--- src/rtl/vsaPkg.sv ---
// shared types, sequencer step enum, opcode and function codes, pc increment
package vsaPkg;

    // word widths fixed by the 12-bit instruction format
    typedef logic [4:0]  dataWordT;  // register value, pc, data address
    typedef logic [11:0] instrT;     // one instruction word
    typedef logic [1:0]  regIdxT;    // register number, r0 reads zero
    typedef logic [2:0]  opcodeT;    // instr[11:9]
    typedef logic [2:0]  funcT;      // r-format instr[2:0]

    // the five steps of the non-pipelined unit
    typedef enum logic [2:0] {
        IF  = 3'd0,  // fetch
        ID  = 3'd1,  // decode, operand read
        EX  = 3'd2,  // alu result registered
        MEM = 3'd3,  // bus access, pc update
        WB  = 3'd4   // register write-back
    } stateE;

    // opcodes, 6 and 7 fall through as no-ops
    parameter opcodeT OP_LW   = 3'd0;
    parameter opcodeT OP_SW   = 3'd1;
    parameter opcodeT OP_BEQZ = 3'd2;
    parameter opcodeT OP_ALU  = 3'd3;  // r-format, func selects op
    parameter opcodeT OP_ADDI = 3'd4;
    parameter opcodeT OP_SUBI = 3'd5;

    // r-format function codes
    parameter funcT FN_ADD = 3'd0;
    parameter funcT FN_SUB = 3'd1;
    parameter funcT FN_AND = 3'd2;
    parameter funcT FN_OR  = 3'd3;
    parameter funcT FN_XOR = 3'd4;
    parameter funcT FN_NOT = 3'd5;  // ~A, B ignored
    parameter funcT FN_SRL = 3'd6;  // one bit right, zero fill
    parameter funcT FN_SRA = 3'd7;  // one bit right, sign fill

    // instructions are two address units apart
    parameter dataWordT PC_STEP = 5'd2;

endpackage

--- src/rtl/vsaMemIf.sv ---
// interface: data memory request between sequencer and wishbone master, modports
`timescale 1ns/1ps

interface vsaMemIf;
    import vsaPkg::*;

    logic     req;    // held through MEM for lw/sw
    logic     write;  // sw when high
    dataWordT addr;   // from ALUOutput
    dataWordT wdata;  // store data, operand B
    logic     done;   // one-cycle pulse after ack
    dataWordT rdata;  // valid while done is high

    // sequencer side
    modport master (
        output req,
        output write,
        output addr,
        output wdata,
        input  done,
        input  rdata
    );

    // bus master side
    modport slave (
        input  req,
        input  write,
        input  addr,
        input  wdata,
        output done,
        output rdata
    );

endinterface

--- src/rtl/vsaAlu.sv ---
// module: combinational alu for address, arithmetic, logic, shift and branch target
`timescale 1ns/1ps

module vsaAlu (
    input  vsaPkg::instrT    ir,
    input  vsaPkg::dataWordT opA,
    input  vsaPkg::dataWordT opB,
    input  vsaPkg::dataWordT npc,
    output vsaPkg::dataWordT aluResult
);
    import vsaPkg::*;

    opcodeT   opcode;
    funcT     func;
    dataWordT imm;

    assign opcode = ir[11:9];
    assign func   = ir[2:0];
    assign imm    = ir[4:0];  // raw, no sign extension

    always_comb begin
        case (opcode)
            OP_LW, OP_SW: aluResult = opA + imm;  // effective address
            OP_ALU: begin
                case (func)
                    FN_ADD:  aluResult = opA + opB;
                    FN_SUB:  aluResult = opA - opB;
                    FN_AND:  aluResult = opA & opB;
                    FN_OR:   aluResult = opA | opB;
                    FN_XOR:  aluResult = opA ^ opB;
                    FN_NOT:  aluResult = ~opA;
                    FN_SRL:  aluResult = {1'b0, opA[4:1]};
                    default: aluResult = {opA[4], opA[4:1]};  // sra
                endcase
            end
            OP_ADDI: aluResult = opA + imm;
            OP_SUBI: aluResult = opA - imm;
            // target counts in instructions, so low four bits doubled
            OP_BEQZ: aluResult = npc + {imm[3:0], 1'b0};
            default: aluResult = npc;  // opcodes 6/7, result unused
        endcase
    end

endmodule

--- src/rtl/vsaRegFile.sv ---
// module: r1..r3 register file with hard-wired r0, two read ports, one write port
`timescale 1ns/1ps

module vsaRegFile (
    input  logic             clock,
    input  logic             rstN,
    input  vsaPkg::regIdxT   rdIdxA,
    input  vsaPkg::regIdxT   rdIdxB,
    input  logic             wrEn,
    input  vsaPkg::regIdxT   wrIdx,
    input  vsaPkg::dataWordT wrData,
    output vsaPkg::dataWordT rdA,
    output vsaPkg::dataWordT rdB
);
    import vsaPkg::*;

    dataWordT regs [1:3];  // no storage behind r0

    // r0 decodes to constant zero
    assign rdA = (rdIdxA == 2'd0) ? '0 : regs[rdIdxA];
    assign rdB = (rdIdxB == 2'd0) ? '0 : regs[rdIdxB];

    always_ff @(posedge clock) begin
        if (!rstN) begin
            for (int i = 1; i < 4; i++) begin
                regs[i] <= '0;
            end
        end else begin
            for (int i = 1; i < 4; i++) begin
                if (wrEn && wrIdx == regIdxT'(i))
                    regs[i] <= wrData;  // single port, one hit at most
            end
        end
    end

    // sequencer must suppress write-back aimed at r0
    assert property (@(posedge clock) disable iff (!rstN) wrEn |-> wrIdx != 2'd0);

endmodule

--- src/rtl/vsaDataPort.sv ---
// wishbone classic master running one data memory cycle per request
`timescale 1ns/1ps

module vsaDataPort (
    input  logic             clock,
    input  logic             rstN,
    input  vsaPkg::dataWordT wbDatI,
    input  logic             wbAck,
    output logic             wbCyc,
    output logic             wbStb,
    output logic             wbWe,
    output vsaPkg::dataWordT wbAdr,
    output vsaPkg::dataWordT wbDatO,
    vsaMemIf.slave           memIf
);
    import vsaPkg::*;

    typedef enum logic {IDLE, BUSY} portStateE;

    portStateE portState;

    // bus strobes and done pulse
    always_ff @(posedge clock) begin
        if (!rstN) begin
            portState  <= IDLE;
            wbCyc      <= 1'b0;
            wbStb      <= 1'b0;
            wbWe       <= 1'b0;
            memIf.done <= 1'b0;
        end else begin
            memIf.done <= 1'b0;  // pulse by default low
            case (portState)
                IDLE: begin
                    // req still high during done is no new access
                    if (memIf.req && !memIf.done) begin
                        portState <= BUSY;
                        wbCyc     <= 1'b1;
                        wbStb     <= 1'b1;
                        wbWe      <= memIf.write;
                    end
                end
                default: begin
                    if (wbAck) begin  // slave wait ends here
                        portState  <= IDLE;
                        wbCyc      <= 1'b0;
                        wbStb      <= 1'b0;
                        wbWe       <= 1'b0;
                        memIf.done <= 1'b1;
                    end
                end
            endcase
        end
    end

    // address, store data and read data
    always_ff @(posedge clock) begin
        if (portState == IDLE && memIf.req && !memIf.done) begin
            wbAdr  <= memIf.addr;
            wbDatO <= memIf.wdata;
        end
        if (portState == BUSY && wbAck)
            memIf.rdata <= wbDatI;  // seen by sequencer with done
    end

    // sequencer keeps its request up for the whole bus cycle
    assert property (@(posedge clock) disable iff (!rstN) (portState == BUSY) |-> memIf.req);

    // master holds still across slave wait states
    assert property (@(posedge clock) disable iff (!rstN)
        (wbCyc && !wbAck) |=> ($stable(wbAdr) && $stable(wbWe) && wbCyc));

endmodule

--- src/rtl/vsaSequencer.sv ---
// five-step control fsm with pc, npc, ir, operands, alu output, cond and lmd
`timescale 1ns/1ps

module vsaSequencer (
    input  logic             clock,
    input  logic             rstN,
    input  vsaPkg::instrT    instruction,
    input  vsaPkg::dataWordT aluResult,
    input  vsaPkg::dataWordT rdA,
    input  vsaPkg::dataWordT rdB,
    output vsaPkg::dataWordT pc,
    output logic             fetch,
    output vsaPkg::instrT    ir,
    output vsaPkg::dataWordT opA,
    output vsaPkg::dataWordT opB,
    output vsaPkg::dataWordT npc,
    output vsaPkg::regIdxT   rdIdxA,
    output vsaPkg::regIdxT   rdIdxB,
    output logic             wrEn,
    output vsaPkg::regIdxT   wrIdx,
    output vsaPkg::dataWordT wrData,
    output logic             takenCond,
    vsaMemIf.master          memIf
);
    import vsaPkg::*;

    stateE    state;
    dataWordT aluOut;  // ALUOutput
    logic     cond;    // A == 0, for beqz
    dataWordT lmd;     // load memory data

    // instruction fields
    opcodeT opcode;
    regIdxT src1;
    regIdxT src2;
    regIdxT dstR;  // r-format destination
    regIdxT dstI;  // i-format destination on the src2 bits

    logic isMem;     // lw or sw
    logic isLw;
    logic isBranch;
    logic isRegAlu;  // r-format
    logic isImmAlu;  // addi, subi
    logic writes;    // instruction has a register result

    assign opcode = ir[11:9];
    assign src1   = ir[8:7];
    assign src2   = ir[6:5];
    assign dstR   = ir[4:3];
    assign dstI   = ir[6:5];

    assign isLw     = opcode == OP_LW;
    assign isMem    = isLw || opcode == OP_SW;
    assign isBranch = opcode == OP_BEQZ;
    assign isRegAlu = opcode == OP_ALU;
    assign isImmAlu = opcode == OP_ADDI || opcode == OP_SUBI;
    assign writes   = isRegAlu || isImmAlu || isLw;

    assign fetch     = state == IF;
    assign rdIdxA    = src1;  // read in ID
    assign rdIdxB    = src2;
    assign takenCond = cond;

    // r0 target dropped at write-back select
    assign wrIdx  = isRegAlu ? dstR : dstI;
    assign wrData = isLw ? lmd : aluOut;
    assign wrEn   = state == WB && writes && wrIdx != 2'd0;

    // memory request only while sitting in MEM
    assign memIf.req   = state == MEM && isMem;
    assign memIf.write = opcode == OP_SW;
    assign memIf.addr  = aluOut;
    assign memIf.wdata = opB;

    // step and pc
    always_ff @(posedge clock) begin
        if (!rstN) begin
            state <= IF;
            pc    <= '0;
        end else begin
            case (state)
                IF: state <= ID;
                ID: state <= EX;
                EX: state <= MEM;
                MEM: begin
                    // lw/sw wait here for the bus cycle
                    if (!isMem || memIf.done) begin
                        state <= WB;
                        pc    <= (isBranch && cond) ? aluOut : npc;
                    end
                end
                default: state <= IF;  // WB
            endcase
        end
    end

    // datapath registers loaded per step
    always_ff @(posedge clock) begin
        case (state)
            IF: begin
                ir  <= instruction;
                npc <= pc + PC_STEP;
            end
            ID: begin
                opA <= rdA;
                opB <= rdB;
            end
            EX: begin
                aluOut <= aluResult;
                cond   <= opA == '0;
            end
            MEM: begin
                if (isLw && memIf.done)
                    lmd <= memIf.rdata;
            end
            default: ;
        endcase
    end

    // r0 as branch register is always taken
    assert property (@(posedge clock) disable iff (!rstN)
        (state == WB && isBranch && src1 == 2'd0) |-> pc == aluOut);

    // done only answers a request still held in MEM
    assert property (@(posedge clock) disable iff (!rstN) memIf.done |-> memIf.req);

endmodule

--- src/rtl/vsaTop.sv ---
// processor top with sequencer, alu, register file and wishbone data port
`timescale 1ns/1ps

module vsaTop (
    input  logic             clock,
    input  logic             rstN,
    input  vsaPkg::instrT    instruction,  // combinational fetch return
    input  vsaPkg::dataWordT wbDatI,
    input  logic             wbAck,
    output vsaPkg::dataWordT pc,
    output vsaPkg::dataWordT wbAdr,
    output vsaPkg::dataWordT wbDatO,
    output logic             fetch,
    output logic             wbCyc,
    output logic             wbStb,
    output logic             wbWe
);
    import vsaPkg::*;

    instrT    ir;
    dataWordT opA;
    dataWordT opB;
    dataWordT npc;
    dataWordT aluResult;
    regIdxT   rdIdxA;
    regIdxT   rdIdxB;
    dataWordT rdA;
    dataWordT rdB;
    logic     wrEn;
    regIdxT   wrIdx;
    dataWordT wrData;

    vsaMemIf memBus ();  // sequencer to data port

    vsaSequencer u_seq (
        .clock      (clock),
        .rstN       (rstN),
        .instruction(instruction),
        .aluResult  (aluResult),
        .rdA        (rdA),
        .rdB        (rdB),
        .pc         (pc),
        .fetch      (fetch),
        .ir         (ir),
        .opA        (opA),
        .opB        (opB),
        .npc        (npc),
        .rdIdxA     (rdIdxA),
        .rdIdxB     (rdIdxB),
        .wrEn       (wrEn),
        .wrIdx      (wrIdx),
        .wrData     (wrData),
        .takenCond  (),  // branch flag not needed at this level
        .memIf      (memBus)
    );

    vsaAlu u_alu (
        .ir       (ir),
        .opA      (opA),
        .opB      (opB),
        .npc      (npc),
        .aluResult(aluResult)
    );

    vsaRegFile u_regFile (
        .clock (clock),
        .rstN  (rstN),
        .rdIdxA(rdIdxA),
        .rdIdxB(rdIdxB),
        .wrEn  (wrEn),
        .wrIdx (wrIdx),
        .wrData(wrData),
        .rdA   (rdA),
        .rdB   (rdB)
    );

    vsaDataPort u_dataPort (
        .clock (clock),
        .rstN  (rstN),
        .wbDatI(wbDatI),
        .wbAck (wbAck),
        .wbCyc (wbCyc),
        .wbStb (wbStb),
        .wbWe  (wbWe),
        .wbAdr (wbAdr),
        .wbDatO(wbDatO),
        .memIf (memBus)
    );

endmodule

--- config.mk ---
export PLATFORM = sky130hd
export DESIGN_NAME = vsaTop
export DESIGN_NICKNAME = d
export VERILOG_FILES = /design/src/rtl/vsaPkg.sv /design/src/rtl/vsaMemIf.sv /design/src/rtl/vsaAlu.sv /design/src/rtl/vsaRegFile.sv /design/src/rtl/vsaDataPort.sv /design/src/rtl/vsaSequencer.sv /design/src/rtl/vsaTop.sv
export SDC_FILE = /design/constraint.sdc
export NUM_CORES = 1
export LEC_CHECK = 0
export BUFFER_PORTS_ARGS = -buffer_cell sky130_fd_sc_hd__buf_2
export CAP_MARGIN = 20
export CORE_ASPECT_RATIO = 0.5
export CORE_MARGIN = 4
export CORE_UTILIZATION = 45
export CTS_CLUSTER_SIZE = 28
export DETAILED_ROUTE_END_ITERATION = 10
export PLACE_DENSITY = 0.65
export SLEW_MARGIN = 20
export SYNTH_ARGS = -nofsm -noshare
export SYNTH_HDL_FRONTEND = slang
export SYNTH_SLANG_ARGS = --single-unit
--- constraint.sdc ---
create_clock -name clock -period 3.13 [get_ports clock]
set_input_delay 0.313 -clock clock [delete_from_list [all_inputs] [get_ports clock]]
set_output_delay 0.313 -clock clock [all_outputs]
set_load 0.01 [all_outputs]
# [After elaboration in Yosys (flattened, before gate mapping)]
# Memory sizes are Yosys's and may differ from the RTL's. A register that Yosys moved wholly into a read port is not among the register bits.
# Cells that the tools add are included.
[word_totals] reg_bits=55 ramBits=15 input_bits=20 out_inout_bits=19 word_cells=110 n_memories=1
[memory_table] memory="u_regFile.regs" depth=3 width=5 rd=2 rd_ports_with_merged_regs=2 write_ports=3 line_no="vsaRegFile.sv:17" text="dataWordT regs [1:3];"
[op_classes] n_addsub=6 n_eq_ne=20 mux=29 bitwise=8 reduce_logical=32
[ops] op="$pmux 5 s7" n=1
[ops] op="$mux 5" n=5
[ops] op="$pmux 5 s4" n=1
[ops] op="$mux 1" n=19
[ops] op="$eq 3x2->1 const B" n=6
[ops] op="$eq 3x3->1 const B" n=6
[ops] op="$add 5x5->5" n=3
[ops] op="$logic_and 1x1->1" n=12
[ops] op="$pmux 3 s4" n=1
[ops] op="$sub 5x5->5" n=2
[ops] op="$eq 3x1->1 const B" n=3
[ops] op="$logic_not 3->1" n=3
[ops] op="$reduce_and 2->1" n=4
[ops] op="$add 5x2->5 const B" n=1
[ops] op="$and 5x5->5" n=1
[ops] op="$logic_not 5->1" n=1
[ops] op="$logic_or 1x1->1" n=5
[ops] op="$not 5->5" n=1
[ops] op="$or 5x5->5" n=1
[ops] op="$xor 5x5->5" n=1
[ops] op="$eq 2x2->1 const B" n=2
[ops] op="$logic_not 2->1" n=2
[ops] op="$ne 2x2->1 const B" n=2
[ops] op="$reduce_bool 2->1" n=2
[ops] op="7 further kinds" n=10

# [Logic depth before layout (Yosys ltp)]
[depth] depth_word=11 mapped_depth=14

# [Cells and area by module]
# Synthesis repeated with hierarchy kept, for this count alone.
[unflattened] hier_cells=372 hier_area_um2=4473.0
[by_module_without_submodules] module="vsaSequencer" instances=1 cells_each=114 area_per_inst_um2=1798.0 seq_area_each_um2=1301.2
[by_module_without_submodules] module="vsaAlu" instances=1 cells_each=167 area_per_inst_um2=1241.2 seq_area_each_um2=0.0
[by_module_without_submodules] module="vsaRegFile" instances=1 cells_each=61 area_per_inst_um2=820.8 seq_area_each_um2=450.4
[by_module_without_submodules] module="vsaDataPort" instances=1 cells_each=30 area_per_inst_um2=613.1 seq_area_each_um2=530.5

# [Least setup slack after synthesis]
# No wires, ideal clock.
[synth_timing] path_kind="flip-flop to flip-flop" startpoint="register u_seq.ir[1]" endpoint="register u_seq.aluOut[4], in the netlist u_seq.memIf.addr[4] (data pin)" setup_time_ps=158 arrival_time_ps=2761 setup_slack_ps=211 path_stages_with_launch=14 path_buffers=2 cell_sequence="edfxtp_1 -> inv_1 -> ha_1 -> buf_6 -> nor2b_1 -> buf_2 -> mux2i_1 -> fa_1 -> a21o_1 -> a21oi_2 -> xnor2_1 -> mux2_4 -> and3_1 -> a211oi_2"
[synth_via] elab_chain_cells=3 elab_cells_between_ends=12
[synth_rtl] element="start: declaration" line_no="vsaSequencer.sv:13" text="output vsaPkg::instrT ir,"
[synth_rtl] element="start signal: assignment" line_no="vsaSequencer.sv:101" text="ir <= instruction;"
[synth_rtl] element="branches (longest 2 deep; another with $add 5x5->5)"
[synth_rtl] element="$pmux 5 s4 *" line_no="vsaAlu.sv:22" text="case (opcode)"
[synth_rtl] element="via aluResult[4]" line_no="vsaTop.sv:24" text="dataWordT aluResult;"
[synth_rtl] element="end signal: assignment" line_no="vsaSequencer.sv:109" text="aluOut <= aluResult;"
[synth_rtl] element="end: declaration" line_no="vsaSequencer.sv:28" text="dataWordT aluOut;"
# Mark *: on every way through the listed nets, which the timed path passes.
# A chain may end at the register's enable or synchronous reset.

# [Final worst setup path]
# Same ends and word-level chain as after synthesis.

==> results_dict.tcl <==
set metrics [dict create \
    outcome "finished, final reports clean" \
    path_class "flop to flop" \
    vdd.ir_drop.worst_mv 0.303 \
    dr.pass1.iters 5 \
    clk_path_buf_depth 2 \
    max_freq_mhz 349 \
    htreeDepth 3 \
    cts_hold_buffers 0 \
    grt.busiest_layer "met2" \
    clk_pin_slew_ns 0.06 \
    synth_area_mm2 0.00425 \
    synth_cell_type_count 53 \
    area_growth_syn_to_layout_pct 15.8 \
    yosys_warnings 0 \
    design_area_mm2 0.00492 \
    num_vias 2885 \
    post_drt_wl_per_cell_um 17.8 \
    final_core_utilization 0.550 \
    overflow 0 \
    grt_pass1_wl_mm 14.8 \
    numPortBuffers 38 \
    antenna_found_initial 0 \
    cp-start-kind "flop" \
    synth_simple_gate_area_frac 0.117 \
    worstPathCellList "inv_1 -> ha_1 -> nor2b_4 -> mux2i_1 -> fa_1 -> a21o_1 -> a21oi_2 -> xnor2_1 -> mux2_4 -> and3_1 -> a211oi_2" \
    maxCapViolCount 0 \
    row_count 24 \
    arrival_ns 3.05 \
    met1_usage 0.240 \
    die_height_um 76.7 \
    drive_above_1_share 0.202 \
    nNetsFinal 463 \
    ys_ff_latch 80 \
    die-area_mm2 0.0112 \
    cts_tree "yes" \
    period_minus_slack_ns 2.87 \
    ys.flop_type "edfxtp_1" \
    diodes 0 \
    whs_ns 0.144 \
    reg_top3 "u_regFile.regs (15), u_seq.ir (12)" \
    synth_compound_area_frac 0.119 \
    drc 0 \
    period_share 0.915 \
    regMostFlops "u_regFile.regs" \
    leakage_nw 1.97 \
    grt_start_max_net_pins 18 \
    fillers 756 \
    ant_nets 0 \
    synth_xor_area_frac 0.0350 \
    finalHoldViolCount 0 \
    crit_required_ns 3.31 \
    max_slew.worst_pin.slew_ns 0.704 \
    dp_hpwl_mm 7.23 \
    rsz0062_at_grt "false" \
    fp.dieW_um 145 \
    largest_reg_flops 15 \
    grt_util_met3 0.0465 \
    synth_adder_area_share 0.0995 \
    drv_slew 0 \
    pin_count 39 \
    grt_pass1_vias 2772 \
    worst_clock_skew_ns 0.00651 \
    finalSetupTns_ns 0 \
    seq_area_frac_synth 0.537 \
    cts_buffers 9 \
    cts-root-buf "clkbuf_16" \
    worstSkewPairLatency_ns 0.34 \
    pwr_density_cell_mw_per_mm2 581 \
    hp-class "input port to flop" \
    place_congestion 0.858 \
    layout_common_cells "68 x edfxtp_1, 54 x nor2_1, 38 x buf_2" \
    synth.avg_cell_area_um2 11.8 \
    placed_area_mm2 0.00462 \
    via_per_inst 5.41 \
    slew_headroom 0.528 \
    async_flop_share 0 \
    synth_edf_count 68 \
    grt.total_usage 0.172 \
    mostFrequentLayoutCell "edfxtp_1" \
    end_kind "flop" \
    cp_slowest_cell "edfxtp_1" \
    wirelength_mm 9.50 \
    synth_top_family_by_area "compound AO/OA/AOI/OAI gates" \
    muxShareOfSynthArea 0.0559 \
    synth_cells 360 \
    first_iter_violations 242 \
    syn-num-nets 412 \
    coreArea_mm2 0.00895 \
    critical-path-max-stage-delay_ns 0.47 \
    numClockSinks 80 \
    met2_usage 0.250 \
    critPathMaxFanout 5 \
    setup-violations-final 0 \
    start_util 0.475 \
]
[worst max-delay path: cells and delay by family, from the launching register on]
kind            cells  cell delay [ns]
xor+xnor            1             0.17
buf+inv             1             0.12
fa+ha+maj           2             0.62
mux                 2             0.46
simple gates        2             0.35
flops               1             0.47
compound gates      3             0.52
[stage by stage]
stage	power [mW]	worst slack, ns	cells
3_5_place_dp	1.88	0.146	516
6_report	2.86	0.265	533
4_1_cts	2.87	0.0868	532
5_1_grt	2.99	0.0586	533
2_1_floorplan	1.71	0.211	360
3_3_place_gp	1.86	0.230	516
[metal layers]
metal | up-vias | wire length, µm
li1 | 1417 | -
met1 | 1363 | 4420
met2 | 86 | 4180
met3 | 19 | 706
met4 | 0 | 199
met5 | - | 0
[path summary, 6_finish.rpt]
check | start | to | slack [ns] | cells past startpoint
worst max-delay path | u_seq.ir[1]$_DFFE_PP_ | u_seq.memIf.addr[4]$_DFFE_PN_ | 0.26 | 11
worst min-delay path | instruction[10] | u_seq.ir[10]$_DFFE_PP_ | 0.14 | 1
worst max register to register | u_seq.ir[1]$_DFFE_PP_ | u_seq.memIf.addr[4]$_DFFE_PN_ | 0.26 | 11
worst min register to register | u_dataPort.memIf.rdata[3]$_DFFE_PP_ | u_seq.lmd[3]$_DFFE_PP_ | 0.42 | 0
[final cells by class]
class                      instances  area [µm²]  area share
multi-input combinational        243        1820       0.370
inverter                          26        97.6      0.0198
sequential                        80        2280       0.464
tap                              117         146      0.0297
timing repair buffer              51         288      0.0585
clock buffer                      13         260      0.0529
clock inverter                     3        25.0     0.00509
[kinds of logic (layout without fill, tap and decap cells)]
logic type,after synthesis,after routing
flops,80,80
fa+ha+maj,32,32
compound gates,72,72
buf+inv,37,93
simple gates,100,100
xor+xnor,17,17
mux,22,22
[power by group]
group | switching, mW | leakage, nW | internal [mW]
combinational | 0.304 | 1.08 | 0.251
sequential | 0.0751 | 0.752 | 1.24
clock | 0.407 | 0.136 | 0.585
[synth_stat cells, types with 2 or more instances]
library cell,count,area share
edfxtp_1,68,0.48
nor2_1,54,0.048
ha_1,29,0.085
inv_1,25,0.022
a21oi_1,14,0.016
dfxtp_1,12,0.057
mux2i_1,11,0.026
o21ai_0,11,0.013
xnor2_1,11,0.023
a22o_1,10,0.021
mux2_2,10,0.026
nand2_1,9,0.0079
a21o_1,6,0.011
nor2b_1,6,0.0088
xor2_1,6,0.012
a211oi_1,5,0.0088
a31oi_1,5,0.0074
a22oi_1,4,0.0071
buf_2,4,0.0047
clkbuf_1,4,0.0035
nand3_1,4,0.0047
nand3b_1,4,0.0071
nor3_1,4,0.0047
a32oi_1,3,0.0062
and2_1,3,0.0044
fa_1,3,0.014
nand2b_1,3,0.0044
nor3b_1,3,0.0053
and3_1,2,0.0029
buf_4,2,0.0035
nand4_1,2,0.0029
nor3_2,2,0.0047
[timing repair]
item,4_1_cts,5_1_grt
endpoints found under the setup margin,0,1
setup buffers,0,1
gates resized for setup,0,2
No activity file was read; power rests on OpenSTA's default activity.
